--- src/busPkg.sv ---
`default_nettype none

package busPkg;

    // Data bus and register width
    typedef logic [7:0] byteT;

    // Full 16-bit address
    typedef logic [15:0] addrT;

    // Program counter after reset
    localparam addrT RESET_PC = 16'h0200;

endpackage

`default_nettype wire

--- src/ctrlPkg.sv ---
`default_nettype none

package ctrlPkg;

    // Control flag bit positions
    localparam int SET_ADH_LOW = 0;
    localparam int SET_ADL_TO_DATA = 1;
    localparam int LOAD_ABL = 2;
    localparam int LOAD_ABH = 3;
    localparam int PC_INC = 4;
    localparam int PC_INC_PAIR = 5;
    localparam int SET_ADL_TO_PCL = 6;
    localparam int SET_ADH_TO_PCH = 7;
    localparam int SET_DB_TO_DATA = 8;
    localparam int SET_INPUT_B_TO_DB = 9;
    localparam int SET_SB_TO_DB = 10;
    localparam int SET_ADL_TO_ALU = 11;
    localparam int SET_ADH_TO_SB = 12;
    localparam int SET_INPUT_A_TO_SB = 13;
    localparam int SET_SB_TO_X = 14;
    localparam int SET_SB_TO_Y = 15;
    localparam int SET_SB_TO_ALU = 16;
    localparam int ALU_ADD = 17;
    localparam int ALU_ADD_CARRY = 18;
    localparam int LATCH_OP_PC = 19;
    localparam int EMIT_ADDR = 20;

    localparam int NUM_FLAGS = 21;

    typedef logic [NUM_FLAGS-1:0] ctrlFlagsT;

    typedef enum logic [2:0] {
        modeImplied,
        modeImmediate,
        modeZpg,
        modeZpgX,
        modeAbs,
        modeAbsX,
        modeAbsY
    } addrModeT;

    // Micro-steps of one addressing mode
    typedef enum logic [1:0] {
        A0,
        A1,
        A2
    } stepT;

    localparam busPkg::byteT OP_LDA_IMM = 8'hA9;
    localparam busPkg::byteT OP_LDA_ZPG = 8'hA5;
    localparam busPkg::byteT OP_LDA_ZPGX = 8'hB5;
    localparam busPkg::byteT OP_LDA_ABS = 8'hAD;
    localparam busPkg::byteT OP_LDA_ABSX = 8'hBD;
    localparam busPkg::byteT OP_LDA_ABSY = 8'hB9;
    localparam busPkg::byteT OP_NOP = 8'hEA;

endpackage

`default_nettype wire

--- src/instBuffer.sv ---
`timescale 1ns/1ns
`default_nettype none

module instBuffer #(
    parameter int INST_DEPTH = 4
) (
    input  wire logic         clk,
    input  wire logic         rstN,
    input  wire logic         instValid,
    input  wire busPkg::byteT opCode,
    input  wire busPkg::byteT operandLo,
    input  wire busPkg::byteT operandHi,
    output logic              instCredit,
    output logic              bufValid,
    output busPkg::byteT      bufOpCode,
    output busPkg::byteT      bufLo,
    output busPkg::byteT      bufHi,
    input  wire logic         bufPop
);

    localparam int PTR_W = $clog2(INST_DEPTH);
    localparam int CNT_W = $clog2(INST_DEPTH + 1);

    busPkg::byteT opMem [INST_DEPTH];
    busPkg::byteT loMem [INST_DEPTH];
    busPkg::byteT hiMem [INST_DEPTH];
    logic [PTR_W-1:0] wrPtr;
    logic [PTR_W-1:0] rdPtr;
    logic [CNT_W-1:0] count;

    assign bufValid = (count != '0);
    assign bufOpCode = opMem[rdPtr];
    assign bufLo = loMem[rdPtr];
    assign bufHi = hiMem[rdPtr];

    always_ff @(posedge clk) begin
        if (instValid) begin
            opMem[wrPtr] <= opCode;
            loMem[wrPtr] <= operandLo;
            hiMem[wrPtr] <= operandHi;
        end
    end

    always_ff @(posedge clk) begin
        if (!rstN) begin
            wrPtr <= '0;
            rdPtr <= '0;
            count <= '0;
            instCredit <= 1'b0;
        end else begin
            if (instValid) begin
                wrPtr <= (wrPtr == PTR_W'(INST_DEPTH - 1)) ? '0 : wrPtr + 1'b1;
            end
            if (bufPop) begin
                rdPtr <= (rdPtr == PTR_W'(INST_DEPTH - 1)) ? '0 : rdPtr + 1'b1;
            end
            count <= count + CNT_W'(instValid) - CNT_W'(bufPop);
            // One credit back per popped entry
            instCredit <= bufPop;
        end
    end

    // Upstream overran its credits
    noOverrun: assert property (@(posedge clk) disable iff (!rstN)
        instValid |-> (count != CNT_W'(INST_DEPTH)) || bufPop);

endmodule

`default_nettype wire

--- src/addrModeFlags.sv ---
`timescale 1ns/1ns
`default_nettype none

module addrModeFlags (
    input  wire busPkg::byteT   opCode,
    input  wire ctrlPkg::stepT  step,
    output ctrlPkg::ctrlFlagsT  flags,
    output logic                lastStep
);

    ctrlPkg::addrModeT mode;

    always_comb begin
        case (opCode)
            ctrlPkg::OP_LDA_IMM:  mode = ctrlPkg::modeImmediate;
            ctrlPkg::OP_LDA_ZPG:  mode = ctrlPkg::modeZpg;
            ctrlPkg::OP_LDA_ZPGX: mode = ctrlPkg::modeZpgX;
            ctrlPkg::OP_LDA_ABS:  mode = ctrlPkg::modeAbs;
            ctrlPkg::OP_LDA_ABSX: mode = ctrlPkg::modeAbsX;
            ctrlPkg::OP_LDA_ABSY: mode = ctrlPkg::modeAbsY;
            default:              mode = ctrlPkg::modeImplied;
        endcase
    end

    always_comb begin
        flags = '0;
        lastStep = 1'b0;
        if (step == ctrlPkg::A0) begin
            flags[ctrlPkg::LATCH_OP_PC] = 1'b1;
        end
        case (mode)
            ctrlPkg::modeZpg: begin
                // Operand straight onto page zero
                flags[ctrlPkg::PC_INC_PAIR] = 1'b1;
                flags[ctrlPkg::SET_ADH_LOW] = 1'b1;
                flags[ctrlPkg::SET_ADL_TO_DATA] = 1'b1;
                flags[ctrlPkg::LOAD_ABL] = 1'b1;
                flags[ctrlPkg::LOAD_ABH] = 1'b1;
                flags[ctrlPkg::EMIT_ADDR] = 1'b1;
                lastStep = 1'b1;
            end
            ctrlPkg::modeZpgX: begin
                if (step == ctrlPkg::A0) begin
                    flags[ctrlPkg::PC_INC_PAIR] = 1'b1;
                    flags[ctrlPkg::SET_DB_TO_DATA] = 1'b1;
                    flags[ctrlPkg::SET_INPUT_B_TO_DB] = 1'b1;
                    flags[ctrlPkg::SET_SB_TO_X] = 1'b1;
                    flags[ctrlPkg::SET_INPUT_A_TO_SB] = 1'b1;
                    flags[ctrlPkg::ALU_ADD] = 1'b1;
                end else begin
                    // Sum wraps inside page zero
                    flags[ctrlPkg::SET_ADH_LOW] = 1'b1;
                    flags[ctrlPkg::SET_ADL_TO_ALU] = 1'b1;
                    flags[ctrlPkg::LOAD_ABL] = 1'b1;
                    flags[ctrlPkg::LOAD_ABH] = 1'b1;
                    flags[ctrlPkg::EMIT_ADDR] = 1'b1;
                    lastStep = 1'b1;
                end
            end
            ctrlPkg::modeAbs, ctrlPkg::modeAbsX, ctrlPkg::modeAbsY: begin
                if (step == ctrlPkg::A0) begin
                    flags[ctrlPkg::PC_INC] = 1'b1;
                    flags[ctrlPkg::SET_ADL_TO_PCL] = 1'b1;
                    flags[ctrlPkg::SET_ADH_TO_PCH] = 1'b1;
                    flags[ctrlPkg::LOAD_ABL] = 1'b1;
                    flags[ctrlPkg::LOAD_ABH] = 1'b1;
                    // Low operand plus index, or plus zero for plain absolute
                    flags[ctrlPkg::SET_DB_TO_DATA] = 1'b1;
                    flags[ctrlPkg::SET_INPUT_B_TO_DB] = 1'b1;
                    flags[ctrlPkg::SET_SB_TO_X] = (mode == ctrlPkg::modeAbsX);
                    flags[ctrlPkg::SET_SB_TO_Y] = (mode == ctrlPkg::modeAbsY);
                    flags[ctrlPkg::SET_INPUT_A_TO_SB] = (mode != ctrlPkg::modeAbs);
                    flags[ctrlPkg::ALU_ADD] = 1'b1;
                end else if (step == ctrlPkg::A1) begin
                    flags[ctrlPkg::PC_INC_PAIR] = 1'b1;
                    flags[ctrlPkg::SET_ADL_TO_ALU] = 1'b1;
                    flags[ctrlPkg::LOAD_ABL] = 1'b1;
                    flags[ctrlPkg::SET_DB_TO_DATA] = 1'b1;
                    if (mode == ctrlPkg::modeAbs) begin
                        flags[ctrlPkg::SET_SB_TO_DB] = 1'b1;
                        flags[ctrlPkg::SET_ADH_TO_SB] = 1'b1;
                        flags[ctrlPkg::LOAD_ABH] = 1'b1;
                        flags[ctrlPkg::EMIT_ADDR] = 1'b1;
                        lastStep = 1'b1;
                    end else begin
                        // High operand plus the low byte carry
                        flags[ctrlPkg::SET_INPUT_B_TO_DB] = 1'b1;
                        flags[ctrlPkg::ALU_ADD_CARRY] = 1'b1;
                    end
                end else begin
                    flags[ctrlPkg::SET_SB_TO_ALU] = 1'b1;
                    flags[ctrlPkg::SET_ADH_TO_SB] = 1'b1;
                    flags[ctrlPkg::LOAD_ABH] = 1'b1;
                    flags[ctrlPkg::EMIT_ADDR] = 1'b1;
                    lastStep = 1'b1;
                end
            end
            default: begin
                // Implied and immediate only move the PC
                flags[ctrlPkg::PC_INC] = (mode == ctrlPkg::modeImplied);
                flags[ctrlPkg::PC_INC_PAIR] = (mode == ctrlPkg::modeImmediate);
                flags[ctrlPkg::SET_ADL_TO_PCL] = 1'b1;
                flags[ctrlPkg::SET_ADH_TO_PCH] = 1'b1;
                flags[ctrlPkg::LOAD_ABL] = 1'b1;
                flags[ctrlPkg::LOAD_ABH] = 1'b1;
                lastStep = 1'b1;
            end
        endcase
    end

endmodule

`default_nettype wire

--- src/stepSequencer.sv ---
`timescale 1ns/1ns
`default_nettype none

module stepSequencer (
    input  wire logic         clk,
    input  wire logic         rstN,
    input  wire logic         bufValid,
    input  wire busPkg::byteT bufOpCode,
    input  wire busPkg::byteT bufLo,
    input  wire busPkg::byteT bufHi,
    output logic              bufPop,
    input  wire logic         creditAvail,
    output ctrlPkg::ctrlFlagsT flags,
    output logic              stepActive,
    output busPkg::byteT      opData
);

    ctrlPkg::stepT step;
    ctrlPkg::ctrlFlagsT rawFlags;
    busPkg::byteT curOpCode;
    busPkg::byteT opReg;
    busPkg::byteT hiReg;
    logic lastStep;
    logic stall;
    logic advance;

    // A0 runs on the buffer head, later steps on the held copy
    assign curOpCode = (step == ctrlPkg::A0) ? bufOpCode : opReg;
    assign opData = (step == ctrlPkg::A0) ? bufLo : hiReg;

    addrModeFlags decode0 (
        .opCode   (curOpCode),
        .step     (step),
        .flags    (rawFlags),
        .lastStep (lastStep)
    );

    assign stepActive = (step != ctrlPkg::A0) || bufValid;
    assign stall = rawFlags[ctrlPkg::EMIT_ADDR] && !creditAvail;
    assign advance = stepActive && !stall;
    assign bufPop = (step == ctrlPkg::A0) && bufValid && !stall;
    assign flags = advance ? rawFlags : '0;

    always_ff @(posedge clk) begin
        if (!rstN) begin
            step <= ctrlPkg::A0;
        end else if (advance) begin
            if (lastStep) begin
                step <= ctrlPkg::A0;
            end else begin
                step <= ctrlPkg::stepT'(step + 1'b1);
            end
        end
    end

    always_ff @(posedge clk) begin
        if (bufPop) begin
            opReg <= bufOpCode;
            hiReg <= bufHi;
        end
    end

    stepInRange: assert property (@(posedge clk) disable iff (!rstN)
        step <= ctrlPkg::A2);

endmodule

`default_nettype wire

--- src/addrDatapath.sv ---
`timescale 1ns/1ns
`default_nettype none

module addrDatapath #(
    parameter busPkg::addrT RESET_PC = busPkg::RESET_PC
) (
    input  wire logic               clk,
    input  wire logic               rstN,
    input  wire ctrlPkg::ctrlFlagsT flags,
    input  wire logic               stepActive,
    input  wire busPkg::byteT       opData,
    input  wire logic               indexWrite,
    input  wire logic               indexSelY,
    input  wire busPkg::byteT       indexData,
    output busPkg::addrT            abOut,
    output busPkg::addrT            opPc,
    output logic                    addrDone
);

    busPkg::addrT pc;
    busPkg::byteT xReg;
    busPkg::byteT yReg;
    busPkg::byteT db;
    busPkg::byteT sb;
    busPkg::byteT adl;
    busPkg::byteT adh;
    busPkg::byteT inputA;
    busPkg::byteT inputB;
    busPkg::byteT aluReg;
    busPkg::byteT abl;
    busPkg::byteT abh;
    logic carryReg;
    logic [8:0] aluSum;

    assign db = flags[ctrlPkg::SET_DB_TO_DATA] ? opData : '0;

    always_comb begin
        if (flags[ctrlPkg::SET_SB_TO_X]) sb = xReg;
        else if (flags[ctrlPkg::SET_SB_TO_Y]) sb = yReg;
        else if (flags[ctrlPkg::SET_SB_TO_ALU]) sb = aluReg;
        else if (flags[ctrlPkg::SET_SB_TO_DB]) sb = db;
        else sb = '0;

        if (flags[ctrlPkg::SET_ADL_TO_DATA]) adl = opData;
        else if (flags[ctrlPkg::SET_ADL_TO_PCL]) adl = pc[7:0];
        else if (flags[ctrlPkg::SET_ADL_TO_ALU]) adl = aluReg;
        else adl = '0;

        // Zero page forces the high byte low
        if (flags[ctrlPkg::SET_ADH_LOW]) adh = '0;
        else if (flags[ctrlPkg::SET_ADH_TO_PCH]) adh = pc[15:8];
        else if (flags[ctrlPkg::SET_ADH_TO_SB]) adh = sb;
        else adh = '0;
    end

    assign inputA = flags[ctrlPkg::SET_INPUT_A_TO_SB] ? sb : '0;
    assign inputB = flags[ctrlPkg::SET_INPUT_B_TO_DB] ? db : '0;
    assign aluSum = {1'b0, inputA} + {1'b0, inputB}
                  + {8'd0, flags[ctrlPkg::ALU_ADD_CARRY] & carryReg};

    always_ff @(posedge clk) begin
        if (flags[ctrlPkg::ALU_ADD] || flags[ctrlPkg::ALU_ADD_CARRY]) begin
            aluReg <= aluSum[7:0];
            carryReg <= aluSum[8];
        end
        if (flags[ctrlPkg::LOAD_ABL]) abl <= adl;
        if (flags[ctrlPkg::LOAD_ABH]) abh <= adh;
        if (flags[ctrlPkg::LATCH_OP_PC]) opPc <= pc;
    end

    always_ff @(posedge clk) begin
        if (!rstN) begin
            pc <= RESET_PC;
            xReg <= '0;
            yReg <= '0;
            addrDone <= 1'b0;
        end else begin
            pc <= pc + {flags[ctrlPkg::PC_INC_PAIR], flags[ctrlPkg::PC_INC]};
            if (indexWrite && !indexSelY) xReg <= indexData;
            if (indexWrite && indexSelY) yReg <= indexData;
            // ABL/ABH settle one cycle after the emit step
            addrDone <= flags[ctrlPkg::EMIT_ADDR];
        end
    end

    assign abOut = {abh, abl};

    indexIdle: assert property (@(posedge clk) disable iff (!rstN)
        indexWrite |-> !stepActive);

endmodule

`default_nettype wire

--- src/resultStage.sv ---
`timescale 1ns/1ns
`default_nettype none

module resultStage #(
    parameter int OUT_CREDITS = 2
) (
    input  wire logic         clk,
    input  wire logic         rstN,
    input  wire logic         emit,
    input  wire logic         eaCredit,
    input  wire logic         addrDone,
    input  wire busPkg::addrT abOut,
    input  wire busPkg::addrT opPc,
    output logic              creditAvail,
    output logic              eaValid,
    output busPkg::addrT      effAddr,
    output busPkg::addrT      eaPc
);

    localparam int CNT_W = $clog2(OUT_CREDITS + 1);

    logic [CNT_W-1:0] creditCount;

    assign creditAvail = (creditCount != '0);

    always_ff @(posedge clk) begin
        if (!rstN) begin
            creditCount <= CNT_W'(OUT_CREDITS);
            eaValid <= 1'b0;
        end else begin
            // Spend on emit, refill on each returned credit
            creditCount <= creditCount - CNT_W'(emit) + CNT_W'(eaCredit);
            eaValid <= addrDone;
        end
    end

    always_ff @(posedge clk) begin
        if (addrDone) begin
            effAddr <= abOut;
            eaPc <= opPc;
        end
    end

    noUnderflow: assert property (@(posedge clk) disable iff (!rstN)
        emit |-> creditCount != '0);

    noOverflow: assert property (@(posedge clk) disable iff (!rstN)
        creditCount <= CNT_W'(OUT_CREDITS));

endmodule

`default_nettype wire

--- src/addrUnitTop.sv ---
`timescale 1ns/1ns
`default_nettype none

module addrUnitTop #(
    parameter int           INST_DEPTH = 4,
    parameter int           OUT_CREDITS = 2,
    parameter busPkg::addrT RESET_PC = busPkg::RESET_PC
) (
    input  wire logic         clk,
    input  wire logic         rstN,
    input  wire logic         instValid,
    input  wire busPkg::byteT opCode,
    input  wire busPkg::byteT operandLo,
    input  wire busPkg::byteT operandHi,
    output logic              instCredit,
    input  wire logic         indexWrite,
    input  wire logic         indexSelY,
    input  wire busPkg::byteT indexData,
    output logic              eaValid,
    output busPkg::addrT      effAddr,
    output busPkg::addrT      eaPc,
    input  wire logic         eaCredit
);

    logic bufValid;
    logic bufPop;
    busPkg::byteT bufOpCode;
    busPkg::byteT bufLo;
    busPkg::byteT bufHi;
    busPkg::byteT opData;
    ctrlPkg::ctrlFlagsT flags;
    logic stepActive;
    logic creditAvail;
    logic addrDone;
    busPkg::addrT abOut;
    busPkg::addrT opPc;

    instBuffer #(.INST_DEPTH(INST_DEPTH)) buffer0 (
        .clk        (clk),
        .rstN       (rstN),
        .instValid  (instValid),
        .opCode     (opCode),
        .operandLo  (operandLo),
        .operandHi  (operandHi),
        .instCredit (instCredit),
        .bufValid   (bufValid),
        .bufOpCode  (bufOpCode),
        .bufLo      (bufLo),
        .bufHi      (bufHi),
        .bufPop     (bufPop)
    );

    stepSequencer seq0 (
        .clk         (clk),
        .rstN        (rstN),
        .bufValid    (bufValid),
        .bufOpCode   (bufOpCode),
        .bufLo       (bufLo),
        .bufHi       (bufHi),
        .bufPop      (bufPop),
        .creditAvail (creditAvail),
        .flags       (flags),
        .stepActive  (stepActive),
        .opData      (opData)
    );

    addrDatapath #(.RESET_PC(RESET_PC)) datapath0 (
        .clk        (clk),
        .rstN       (rstN),
        .flags      (flags),
        .stepActive (stepActive),
        .opData     (opData),
        .indexWrite (indexWrite),
        .indexSelY  (indexSelY),
        .indexData  (indexData),
        .abOut      (abOut),
        .opPc       (opPc),
        .addrDone   (addrDone)
    );

    resultStage #(.OUT_CREDITS(OUT_CREDITS)) result0 (
        .clk         (clk),
        .rstN        (rstN),
        .emit        (flags[ctrlPkg::EMIT_ADDR]),
        .eaCredit    (eaCredit),
        .addrDone    (addrDone),
        .abOut       (abOut),
        .opPc        (opPc),
        .creditAvail (creditAvail),
        .eaValid     (eaValid),
        .effAddr     (effAddr),
        .eaPc        (eaPc)
    );

endmodule

`default_nettype wire

--- config.mk ---
export PLATFORM = sky130hd
export DESIGN_NAME = addrUnitTop
export DESIGN_NICKNAME = d
export VERILOG_FILES = /design/src/busPkg.sv /design/src/ctrlPkg.sv /design/src/instBuffer.sv /design/src/addrModeFlags.sv /design/src/stepSequencer.sv /design/src/addrDatapath.sv /design/src/resultStage.sv /design/src/addrUnitTop.sv
export SDC_FILE = /design/constraint.sdc
export NUM_CORES = 1
export LEC_CHECK = 0
export ABC_AREA = 1
export ABC_CLOCK_PERIOD_IN_PS = 12800
export BUFFER_PORTS_ARGS = -buffer_cell sky130_fd_sc_hd__buf_4
export CAP_MARGIN = 5
export CORE_ASPECT_RATIO = 2
export CORE_MARGIN = 10
export CORE_UTILIZATION = 50
export DETAILED_ROUTE_END_ITERATION = 7
export HOLD_SLACK_MARGIN = 0.15
export PLACE_DENSITY = 0.68
export SLEW_MARGIN = 10
export SYNTH_ARGS = -nofsm -noshare
export SYNTH_HDL_FRONTEND = slang
export SYNTH_HIERARCHICAL = 1
export SYNTH_SLANG_ARGS = --single-unit
export TNS_END_PERCENT = 100
--- constraint.sdc ---
create_clock -name clk -period 12.8 [get_ports clk]
set_input_delay 3.84 -clock clk [delete_from_list [all_inputs] [get_ports clk]]
set_output_delay 3.84 -clock clk [all_outputs]
set_load 0.03 [all_outputs]
==> Word level (Yosys, flattened, before mapping) <==
Memory sizes are Yosys's and may differ from the RTL's. A register that Yosys moved wholly into a read port is not among the register bits.
Index checks and enable logic that the tools add are counted.
{ "word_totals": {"register_bits": 127, "ramBits": 96, "input_bits": 38, "out_inout_bits": 34, "word_cells": 128, "mem_count": 3} }
{ "mem_list": {"columns": ["memory", "words", "width", "rd", "rd_clocked_by_memory_dff", "wr", "line", "text"], "rows": [
  ["buffer0.hiMem", 4, 8, 1, 1, 1, "instBuffer.sv:26", "busPkg::byteT hiMem [INST_DEPTH];"],
  ["buffer0.loMem", 4, 8, 1, 1, 1, "instBuffer.sv:25", "busPkg::byteT loMem [INST_DEPTH];"],
  ["buffer0.opMem", 4, 8, 1, 1, 1, "instBuffer.sv:24", "busPkg::byteT opMem [INST_DEPTH];"]
]} }
{ "op_classes": {"add_sub_neg": 10, "eq_ne": 16, "n_mux": 60, "bitwise_logic": 1, "n_reduce_logical": 19} }
{ "op_table": {"columns": ["cell", "n"], "rows": [
  ["2-to-1 mux 8 bit", 14],
  ["== test 8 bit (second input constant)", 6],
  ["2-to-1 mux 2 bit", 12],
  ["2-to-1 mux 21 bit", 1],
  ["2-to-1 mux 1 bit", 19],
  ["case mux 3 bit (6 select lines)", 1],
  ["adder 16 x 2 -> 16 bit", 1],
  ["case mux 2 bit (2 select lines)", 4],
  ["adder 8 x 8 -> 9 bit", 1],
  ["adder 9 x 1 -> 9 bit", 1],
  ["== test 3 bit (second input constant)", 3],
  ["case mux 1 bit (2 select lines)", 4],
  ["adder 2 x 1 -> 2 bit (second input constant)", 3],
  ["== test 3 x 2 -> 1 bit (second input constant)", 2],
  ["logical AND 1 bit", 6],
  ["2-to-1 mux 3 bit", 2],
  ["case mux 1 bit (3 select lines)", 2],
  ["== test 2 bit (second input constant)", 2],
  ["2-to-1 mux 4 bit", 1],
  ["nonzero test 2 bit", 2],
  ["OR reduction 4 bit", 1],
  ["adder 3 x 1 -> 3 bit", 1],
  ["== test 3 x 1 -> 1 bit (second input constant)", 1],
  ["logical NOT 1 bit", 3],
  ["other kinds (12)", 13]
]} }

==> Depth between registers and ports, before layout <==
Gate-level depths: netlist (run 1).
{ "depth": {"word_depth": 21, "ltp_mapped": 33, "mapped_depth_nobuf": 29} }

==> Modules after synthesis <==
Netlist (run 1), hierarchy kept.
{ "by_module_without_submodules": {"columns": ["module", "instances", "cells_each", "area_each_um2", "seq_area_each_um2"], "rows": [
  ["instBuffer", 1, 341, 4434.3, 3083.0],
  ["addrDatapath", 1, 443, 3702.3, 1891.8],
  ["resultStage", 1, 53, 1108.6, 1021.0],
  ["stepSequencer", 1, 135, 1079.8, 520.5],
  ["addrModeFlags", 1, 75, 367.9, 0.0]
]} }

==> Worst setup path after synthesis (run 1) <==
OpenSTA, ideal clock, no wires.
{ "synth_timing": {"path_type": "input to register", "start": "input port instValid", "end": "memory buffer0/hiMem[3][0] in the netlist's numbering, enable pin", "setup_ps": 379, "arrival_time_ps": 4356, "t_required_ps": 12421, "setup_slack_ps": 8065, "cell_stages": 2, "n_path_buf": 0, "path_cell_list": "nand2_1 > inv_1"} }
{ "synth_via": {"elab_chain_len": 2} }
{ "synth_rtl": {"columns": ["element", "line", "text"], "rows": [
  ["from (decl)", "addrUnitTop.sv:11", "input wire logic instValid,"],
  ["2-to-1 mux 1 bit", "instBuffer.sv:37", "if (instValid) begin"],
  ["2-to-1 mux 1 bit (not written as such)", "instBuffer.sv:40", "hiMem[wrPtr] <= operandHi;"],
  ["to (decl)", "instBuffer.sv:26", null]
]} }
Every way passes these cells.

==> results of run 1 <==
[state kept, by name, summed over array words and instances (netlist names), 16 cells and up, named ones only]
name and flops:
datapath0/opPc 16, buffer0/loMem 32, result0/eaPc 16, buffer0/hiMem 32
result0/effAddr 16, datapath0/pc 16, buffer0/opMem 32
[power by group]
group	switching [mW]	internal [mW]	total (mW)
combinational	0.460	0.170	0.630
sequential	0.0438	0.992	1.04
clock	0.258	0.364	0.622
[path summary, 6_finish.rpt]
| kind | startpoint | end | slack [ns] | depth (start not counted) |
|---|---|---|---|---|
| max | flop | datapath0/carryReg | 7.72 | 27 |
| min reg2reg | datapath0/opPc[3] | result0/eaPc[3] | 0.41 | 0 |
| min | datapath0/opPc[3] | result0/eaPc[3] | 0.41 | 0 |
| max reg2reg | flop | datapath0/carryReg | 7.72 | 27 |
[area by class of cell]
cell class	instances	area share, %
clock buffer	28	4.59
clock inverter	8	1.01
inverter	162	5.06
multi-input combinational	614	27.5
sequential	233	54.3
tap	269	2.80
timing repair buffer	76	4.75
[layout by cell type, fill, tap and decap left out, types with 4 or more instances in the layout]
cell and n:
nand2_1 225, edfxtp_1 185, inv_1 161, a21oi_1 96
buf_4 76, nor2_1 74, dfxtp_1 46, o21ai_0 45
nand2_2 30, nand3_1 26, o211ai_2 23, nor2_2 22
clkbuf_16 21, ha_1 19, nand3b_1 11, nor2_4 9
o21ai_1 7, clkbuf_1 7, xor2_1 5, fa_1 4
[cell families after synthesis]
group	after synthesis
AND/OR/NAND/NOR	409
adder cells (fa/ha/maj)	23
AO/OA/AOI/OAI	176
buffers and inverters	200
XOR/XNOR	6
flip-flops	233
[per-layer routing]
| metal | routed length (um) | global-route usage, % | vias to the layer above |
|---|---|---|---|
| met5 | 0 | 0 | - |
| met3 | 776 | 1.89 | 80 |
| met2 | 12600 | 31.7 | 155 |
| met1 | 7270 | 14.6 | 3228 |
| li1 | - | - | 3548 |
| met4 | 1360 | 9.85 | 0 |
==> run_results.csv, run 1 <==
group,metric,value,unit
run_status,run_status,"finished, final reports clean",
clock_tree,post_cts_setup_buffer_count,0,
floorplan,design.core.area,21000,sq um
placed_design,dp.final_hpwl,16400,um
worst_hold_path,holdCritPathClass,"reg2reg",
setup_path,cp_slowest_cell,"buf_4",
synthesis,number_of_synthesized_flops_with_an_enable_pin,185,
clock_tree,worstSkewPairLatency,0.50,ns
final_layout,finalNetCount,1168,
placed_design,portBuffers,71,
synthesis,synth_async_sr_flop_share,0,%
setup_path,worst-endpoint-arrival,5.32,ns
synthesis,post_synth_fa_ha_maj_area_fraction,2.97,%
power_and_ir_drop,totalPowerFinal,2.29,mW
floorplan,fp.dieArea,28000,sq um
clock_tree,cts_max_level,1,
setup_path,timing.critical_path.required,13.04,ns
flow_run,cap_viol_max_count,0,
route,postRouteAntennaNets,0,
clock_tree,cts_made_buffers,20,
clock_tree,cts_root_buf,"clkbuf_16",
clock_tree,clock_tree.buffer_depth,3,
sta,fin_tns_setup,0,ns
route,route.vias.total,7011,
floorplan,initial_util,50.9,%
synthesis,synth_compound_area_share,9.97,%
route,drt-wirelength-per-cell,15.8,um
final_layout,multi_input_area,3300,sq um
final_layout,drive_gt1_share,17.8,%
floorplan,boundaryPins,72,
clock_tree,cts-resized-gates,0,
final_layout,synthToLayoutAreaGrowth,12.3,%
global_routing,grt_pass1_vias,7195,
global_routing,grtUsageTotal,16.0,%
synthesis,synth-seq-cells,233,
sta,holdWs,0.415,ns
setup_path,worstSetupPathType,"reg2reg",
sta,fin_crit,5.08,ns
synthesis,share_of_cell_area_taken_by_muxes_after_synthesis,0,%
route,drt-pass1-iter-count,7,
sta,timing.final.setup_violations,0,
sta,max-slew-margin-rel,28.7,%
setup_path,crit_buf_inv,3,
synthesis,synth_top_family_by_area,"simple AND/OR/NAND/NOR gates",
clock_tree,clock_slew_at_reported_path_ffs,0.07,ns
global_routing,grt_start_max_net_pins,86,
sta,timing.clock.skew,0.0106,ns
placed_design,place_inst,1354,
setup_path,worst_setup_path_end_kind,"flop",
floorplan,row_count,75,
synthesis,synth_sequential_area_ratio,60.9,%
final_layout,final_util,57.1,%
final_layout,num_antenna_cells,0,
route,dr.first_iter.drc_count,288,
route,viasPerCell,5.04,
setup_path,family_with_the_most_delay_on_the_worst_path,"simple AND/OR/NAND/NOR gates",
power_and_ir_drop,power_per_cell_area,190,nW/um^2
sta,timing_max_transition_violations_final,0,
final_layout,cell_area_after_layout,12000,sq um
route,drc_errors,0,
clock_tree,cts_hold_buf,0,
clock_tree,clock_sinks,233,
synthesis,synth.avg_cell_area,10.2,sq um
setup_path,critical_path.max_stage_delay,0.76,ns
setup_path,cp_common_cell,"nand2_1",
route,route.final.wire_length,22000,um
synthesis,yosys-top-cells-count,"nand2_1, edfxtp_1, inv_1",
synthesis,synth_cells,1047,
synthesis,synth_simple_gate_area_share,17.4,%
synthesis,yosys.area.top_type_share,52.0,%
synthesis,post_synth_main_area_contributors,"edfxtp_1, dfxtp_1, nand2_1",
final_layout,stdcell_count,1390,
sta,worstMarginPinSlew,1.07,ns
synthesis,yosysWarningCount,6,
sta,post-route-worst-setup-slack,7.72,ns
sta,rsz0062_at_grt,"no",
floorplan,dieHeight,227,um
global_routing,grt_remaining_overflow,0,
floorplan,die-width,123,um
synthesis,synth_xor_xnor_area_share,0.491,%
synthesis,synth.distinct_cells,37,
synthesis,synth.net_count,1108,
final_layout,regArea,6520,sq um
synthesis,yosysMostFrequentCell,"nand2_1",
placed_design,dpl_cell_area,11300,sq um
power_and_ir_drop,irDropWorstVdd,0.113,mV
sta,max_clock_freq,0.197,GHz
sta,final-hold-violation-count,0,
global_routing,grt_pass1_wl,35500,um
synthesis,synth_area,10700,sq um
setup_path,worst_setup_path_start_kind,"flop",
setup_path,critical_path_peak_fanout,85,
placed_design,post-place-ws,7.56,ns
power_and_ir_drop,power_leakage,4.97,nW
sta,timing.final.crit_share,39.7,%
final_layout,nFillCells,1857,
synthesis,yosys_most_used_dff,"edfxtp_1",
clock_tree,cts_tree,"done",
synthesis,synth.largest_area_cell,"edfxtp_1",
placed_design,gp_congestion,0.907,
global_routing,grt_antenna_before_repair,0,
Note: power is estimated with default switching activity, not from simulation.
==> run 2, diff against run 1 <==
--- a/config.mk
+++ b/config.mk
@@ -6,7 +6,7 @@
 export NUM_CORES = 1
 export LEC_CHECK = 0
 export ABC_AREA = 1
-export ABC_CLOCK_PERIOD_IN_PS = 12800
+export ABC_CLOCK_PERIOD_IN_PS = 4100
 export BUFFER_PORTS_ARGS = -buffer_cell sky130_fd_sc_hd__buf_4
 export CAP_MARGIN = 5
 export CORE_ASPECT_RATIO = 2
@@ -14,7 +14,7 @@
 export CORE_UTILIZATION = 50
 export DETAILED_ROUTE_END_ITERATION = 7
 export HOLD_SLACK_MARGIN = 0.15
-export PLACE_DENSITY = 0.68
+export PLACE_DENSITY = 0.71
 export SLEW_MARGIN = 10
 export SYNTH_ARGS = -nofsm -noshare
 export SYNTH_HDL_FRONTEND = slang
==> constraint.sdc (replaced) <==
create_clock -name clk -period 4.1 [get_ports clk]
set_input_delay 1.23 -clock clk [delete_from_list [all_inputs] [get_ports clk]]
set_output_delay 1.23 -clock clk [all_outputs]
set_load 0.03 [all_outputs]
==> run_results.csv, run 2 (synthesized netlist as in run 1, its figures left out) <==
group,metric,value,unit
setup_path,worst_setup_path_start_kind,"flop",
floorplan,initial_util,50.9,%
flow_run,cap_viol_max_count,0,
global_routing,grt_pass1_vias,7195,
setup_path,critical_path_peak_fanout,14,
route,postRouteAntennaNets,0,
placed_design,dp.final_hpwl,15900,um
power_and_ir_drop,power_leakage,5.21,nW
final_layout,finalNetCount,1208,
global_routing,grtUsageTotal,15.7,%
sta,final-hold-violation-count,0,
sta,timing.final.setup_violations,0,
setup_path,worst-endpoint-arrival,4.13,ns
power_and_ir_drop,irDropWorstVdd,0.439,mV
sta,fin_crit,3.89,ns
final_layout,most-common-layout-cells,"nand2_1, edfxtp_1, inv_1",
sta,max-slew-margin-rel,41.7,%
global_routing,grt_pass1_wl,34800,um
placed_design,dpl_cell_area,11500,sq um
sta,timing_max_transition_violations_final,0,
sta,timing.clock.skew,0.0146,ns
clock_tree,cts_max_level,1,
sta,timing.final.crit_share,94.9,%
clock_tree,cts_root_buf,"clkbuf_16",
floorplan,boundaryPins,72,
clock_tree,clock_slew_at_reported_path_ffs,0.07,ns
worst_hold_path,holdCritPathClass,"reg2reg",
placed_design,portBuffers,71,
placed_design,gp_congestion,0.937,
global_routing,grt_remaining_overflow,0,
clock_tree,worstSkewPairLatency,0.50,ns
sta,max_clock_freq,0.257,GHz
floorplan,fp.dieArea,28000,sq um
global_routing,grt_antenna_before_repair,0,
route,drt-pass1-iter-count,4,
sta,worstMarginPinSlew,0.874,ns
clock_tree,clock_tree.buffer_depth,3,
floorplan,dieHeight,227,um
final_layout,final_common_cell,"nand2_1",
floorplan,design.core.area,21000,sq um
run_status,run_status,"finished, final reports clean",
floorplan,row_count,75,
final_layout,num_antenna_cells,0,
worst_hold_path,worst_hold_path_depth,0,
floorplan,die-width,123,um
setup_path,worst_r2r_path_depth,25,
final_layout,synthToLayoutAreaGrowth,16.4,%
clock_tree,clock_sinks,233,
power_and_ir_drop,power_per_cell_area,597,nW/um^2
route,route.vias.total,7240,
route,dr.first_iter.drc_count,314,
clock_tree,cts_made_buffers,20,
route,route.final.wire_length,22000,um
setup_path,worstSetupPathType,"reg2reg",
route,drc_errors,0,
route,drt-wirelength-per-cell,15.4,um
global_routing,grt_start_max_net_pins,53,
route,viasPerCell,5.07,
setup_path,worst_setup_path_end_kind,"flop",
clock_tree,cts_tree,"done",
setup_path,timing.critical_path.required,4.34,ns
final_layout,drive_gt1_share,22.4,%
final_layout,cell_area_after_layout,12400,sq um
final_layout,largestRegisters,"buffer0/hiMem x32, buffer0/loMem x32, buffer0/opMem x32",
sta,post-route-worst-setup-slack,0.211,ns
placed_design,post-place-ws,-0.119,ns
clock_tree,cts_hold_buf,0,
==> run 2: cell type report <==
type,instances,area [sq um]
multi-input combinational,615,3390
sequential,233,6520
inverter,162,608
tap,269,337
fill,1788,8580
clock inverter,6,58.8
timing repair buffer,115,887
clock buffer,29,638
==> run 2: what timing repair did <==
action / CTS / global route
gates resized for setup: 3 / 20
gates cloned: 0 / 1
setup endpoints to repair: 5 / 7
pin swaps: 0 / 5
setup buffers: 1 / 12
==> run 2: metal layers <==
metal / GRT usage [%] / part of all wire (%) / vias to the layer above / routed length (um)
met5: 0 / 0 / - / 0
li1: - / - / 3636 / -
met3: 2.12 / 4.1 / 68 / 908
met1: 14.5 / 33 / 3378 / 7150
met2: 30.5 / 57 / 158 / 12600
met4: 9.51 / 6.1 / 0 / 1350
==> run 2: path summary, 6_finish.rpt <==
kind | startpoint | to | slack, ns
setup / recovery | seq0/step[0] | datapath0/aluReg[6] | 0.21
setup reg to reg | seq0/step[0] | datapath0/aluReg[6] | 0.21
hold / removal | datapath0/abh[6] | result0/effAddr[14] | 0.42
hold reg to reg | datapath0/abh[6] | result0/effAddr[14] | 0.42
==> run 2: critical path, stage by stage, from the launching register on <==
cell,delay (ns)
dfxtp_1,0.32
inv_1,0.07
ha_2,0.32
inv_2,0.15
nand2_1,0.08
nand2_1,0.04
inv_1,0.10
nand2_4,0.10
nor2_4,0.12
nand2_2,0.10
nand2_4,0.10
nand3_1,0.09
nand2_1,0.11
nand2_2,0.10
nand2_4,0.13
buf_6,0.14
nor2_2,0.04
buf_4,0.17
a21oi_1,0.16
nand2_1,0.11
a21oi_2,0.22
ha_1,0.30
inv_1,0.11
o21bai_1,0.10
nand3b_1,0.19
xor2_1,0.15
==> run 2: power breakdown <==
group / internal (mW) / switching, mW
clock: 1.15 / 0.806
sequential: 3.10 / 0.117
combinational: 0.718 / 1.54
==> run 2: per-stage QoR <==
stage               hold WS [ns]  TNS [ns]  utilization, %  power, mW  std cells
floorplan                  0.400         0               -       4.84       1047
global placement           0.401    -0.154            54.9       5.29       1380
detailed placement         0.405    -0.500            54.9       5.36       1380
CTS                        0.420         0            58.4       7.35       1416
global route               0.420   -0.0251            59.2       7.87       1429
finish                     0.419         0            59.2       7.42       1429
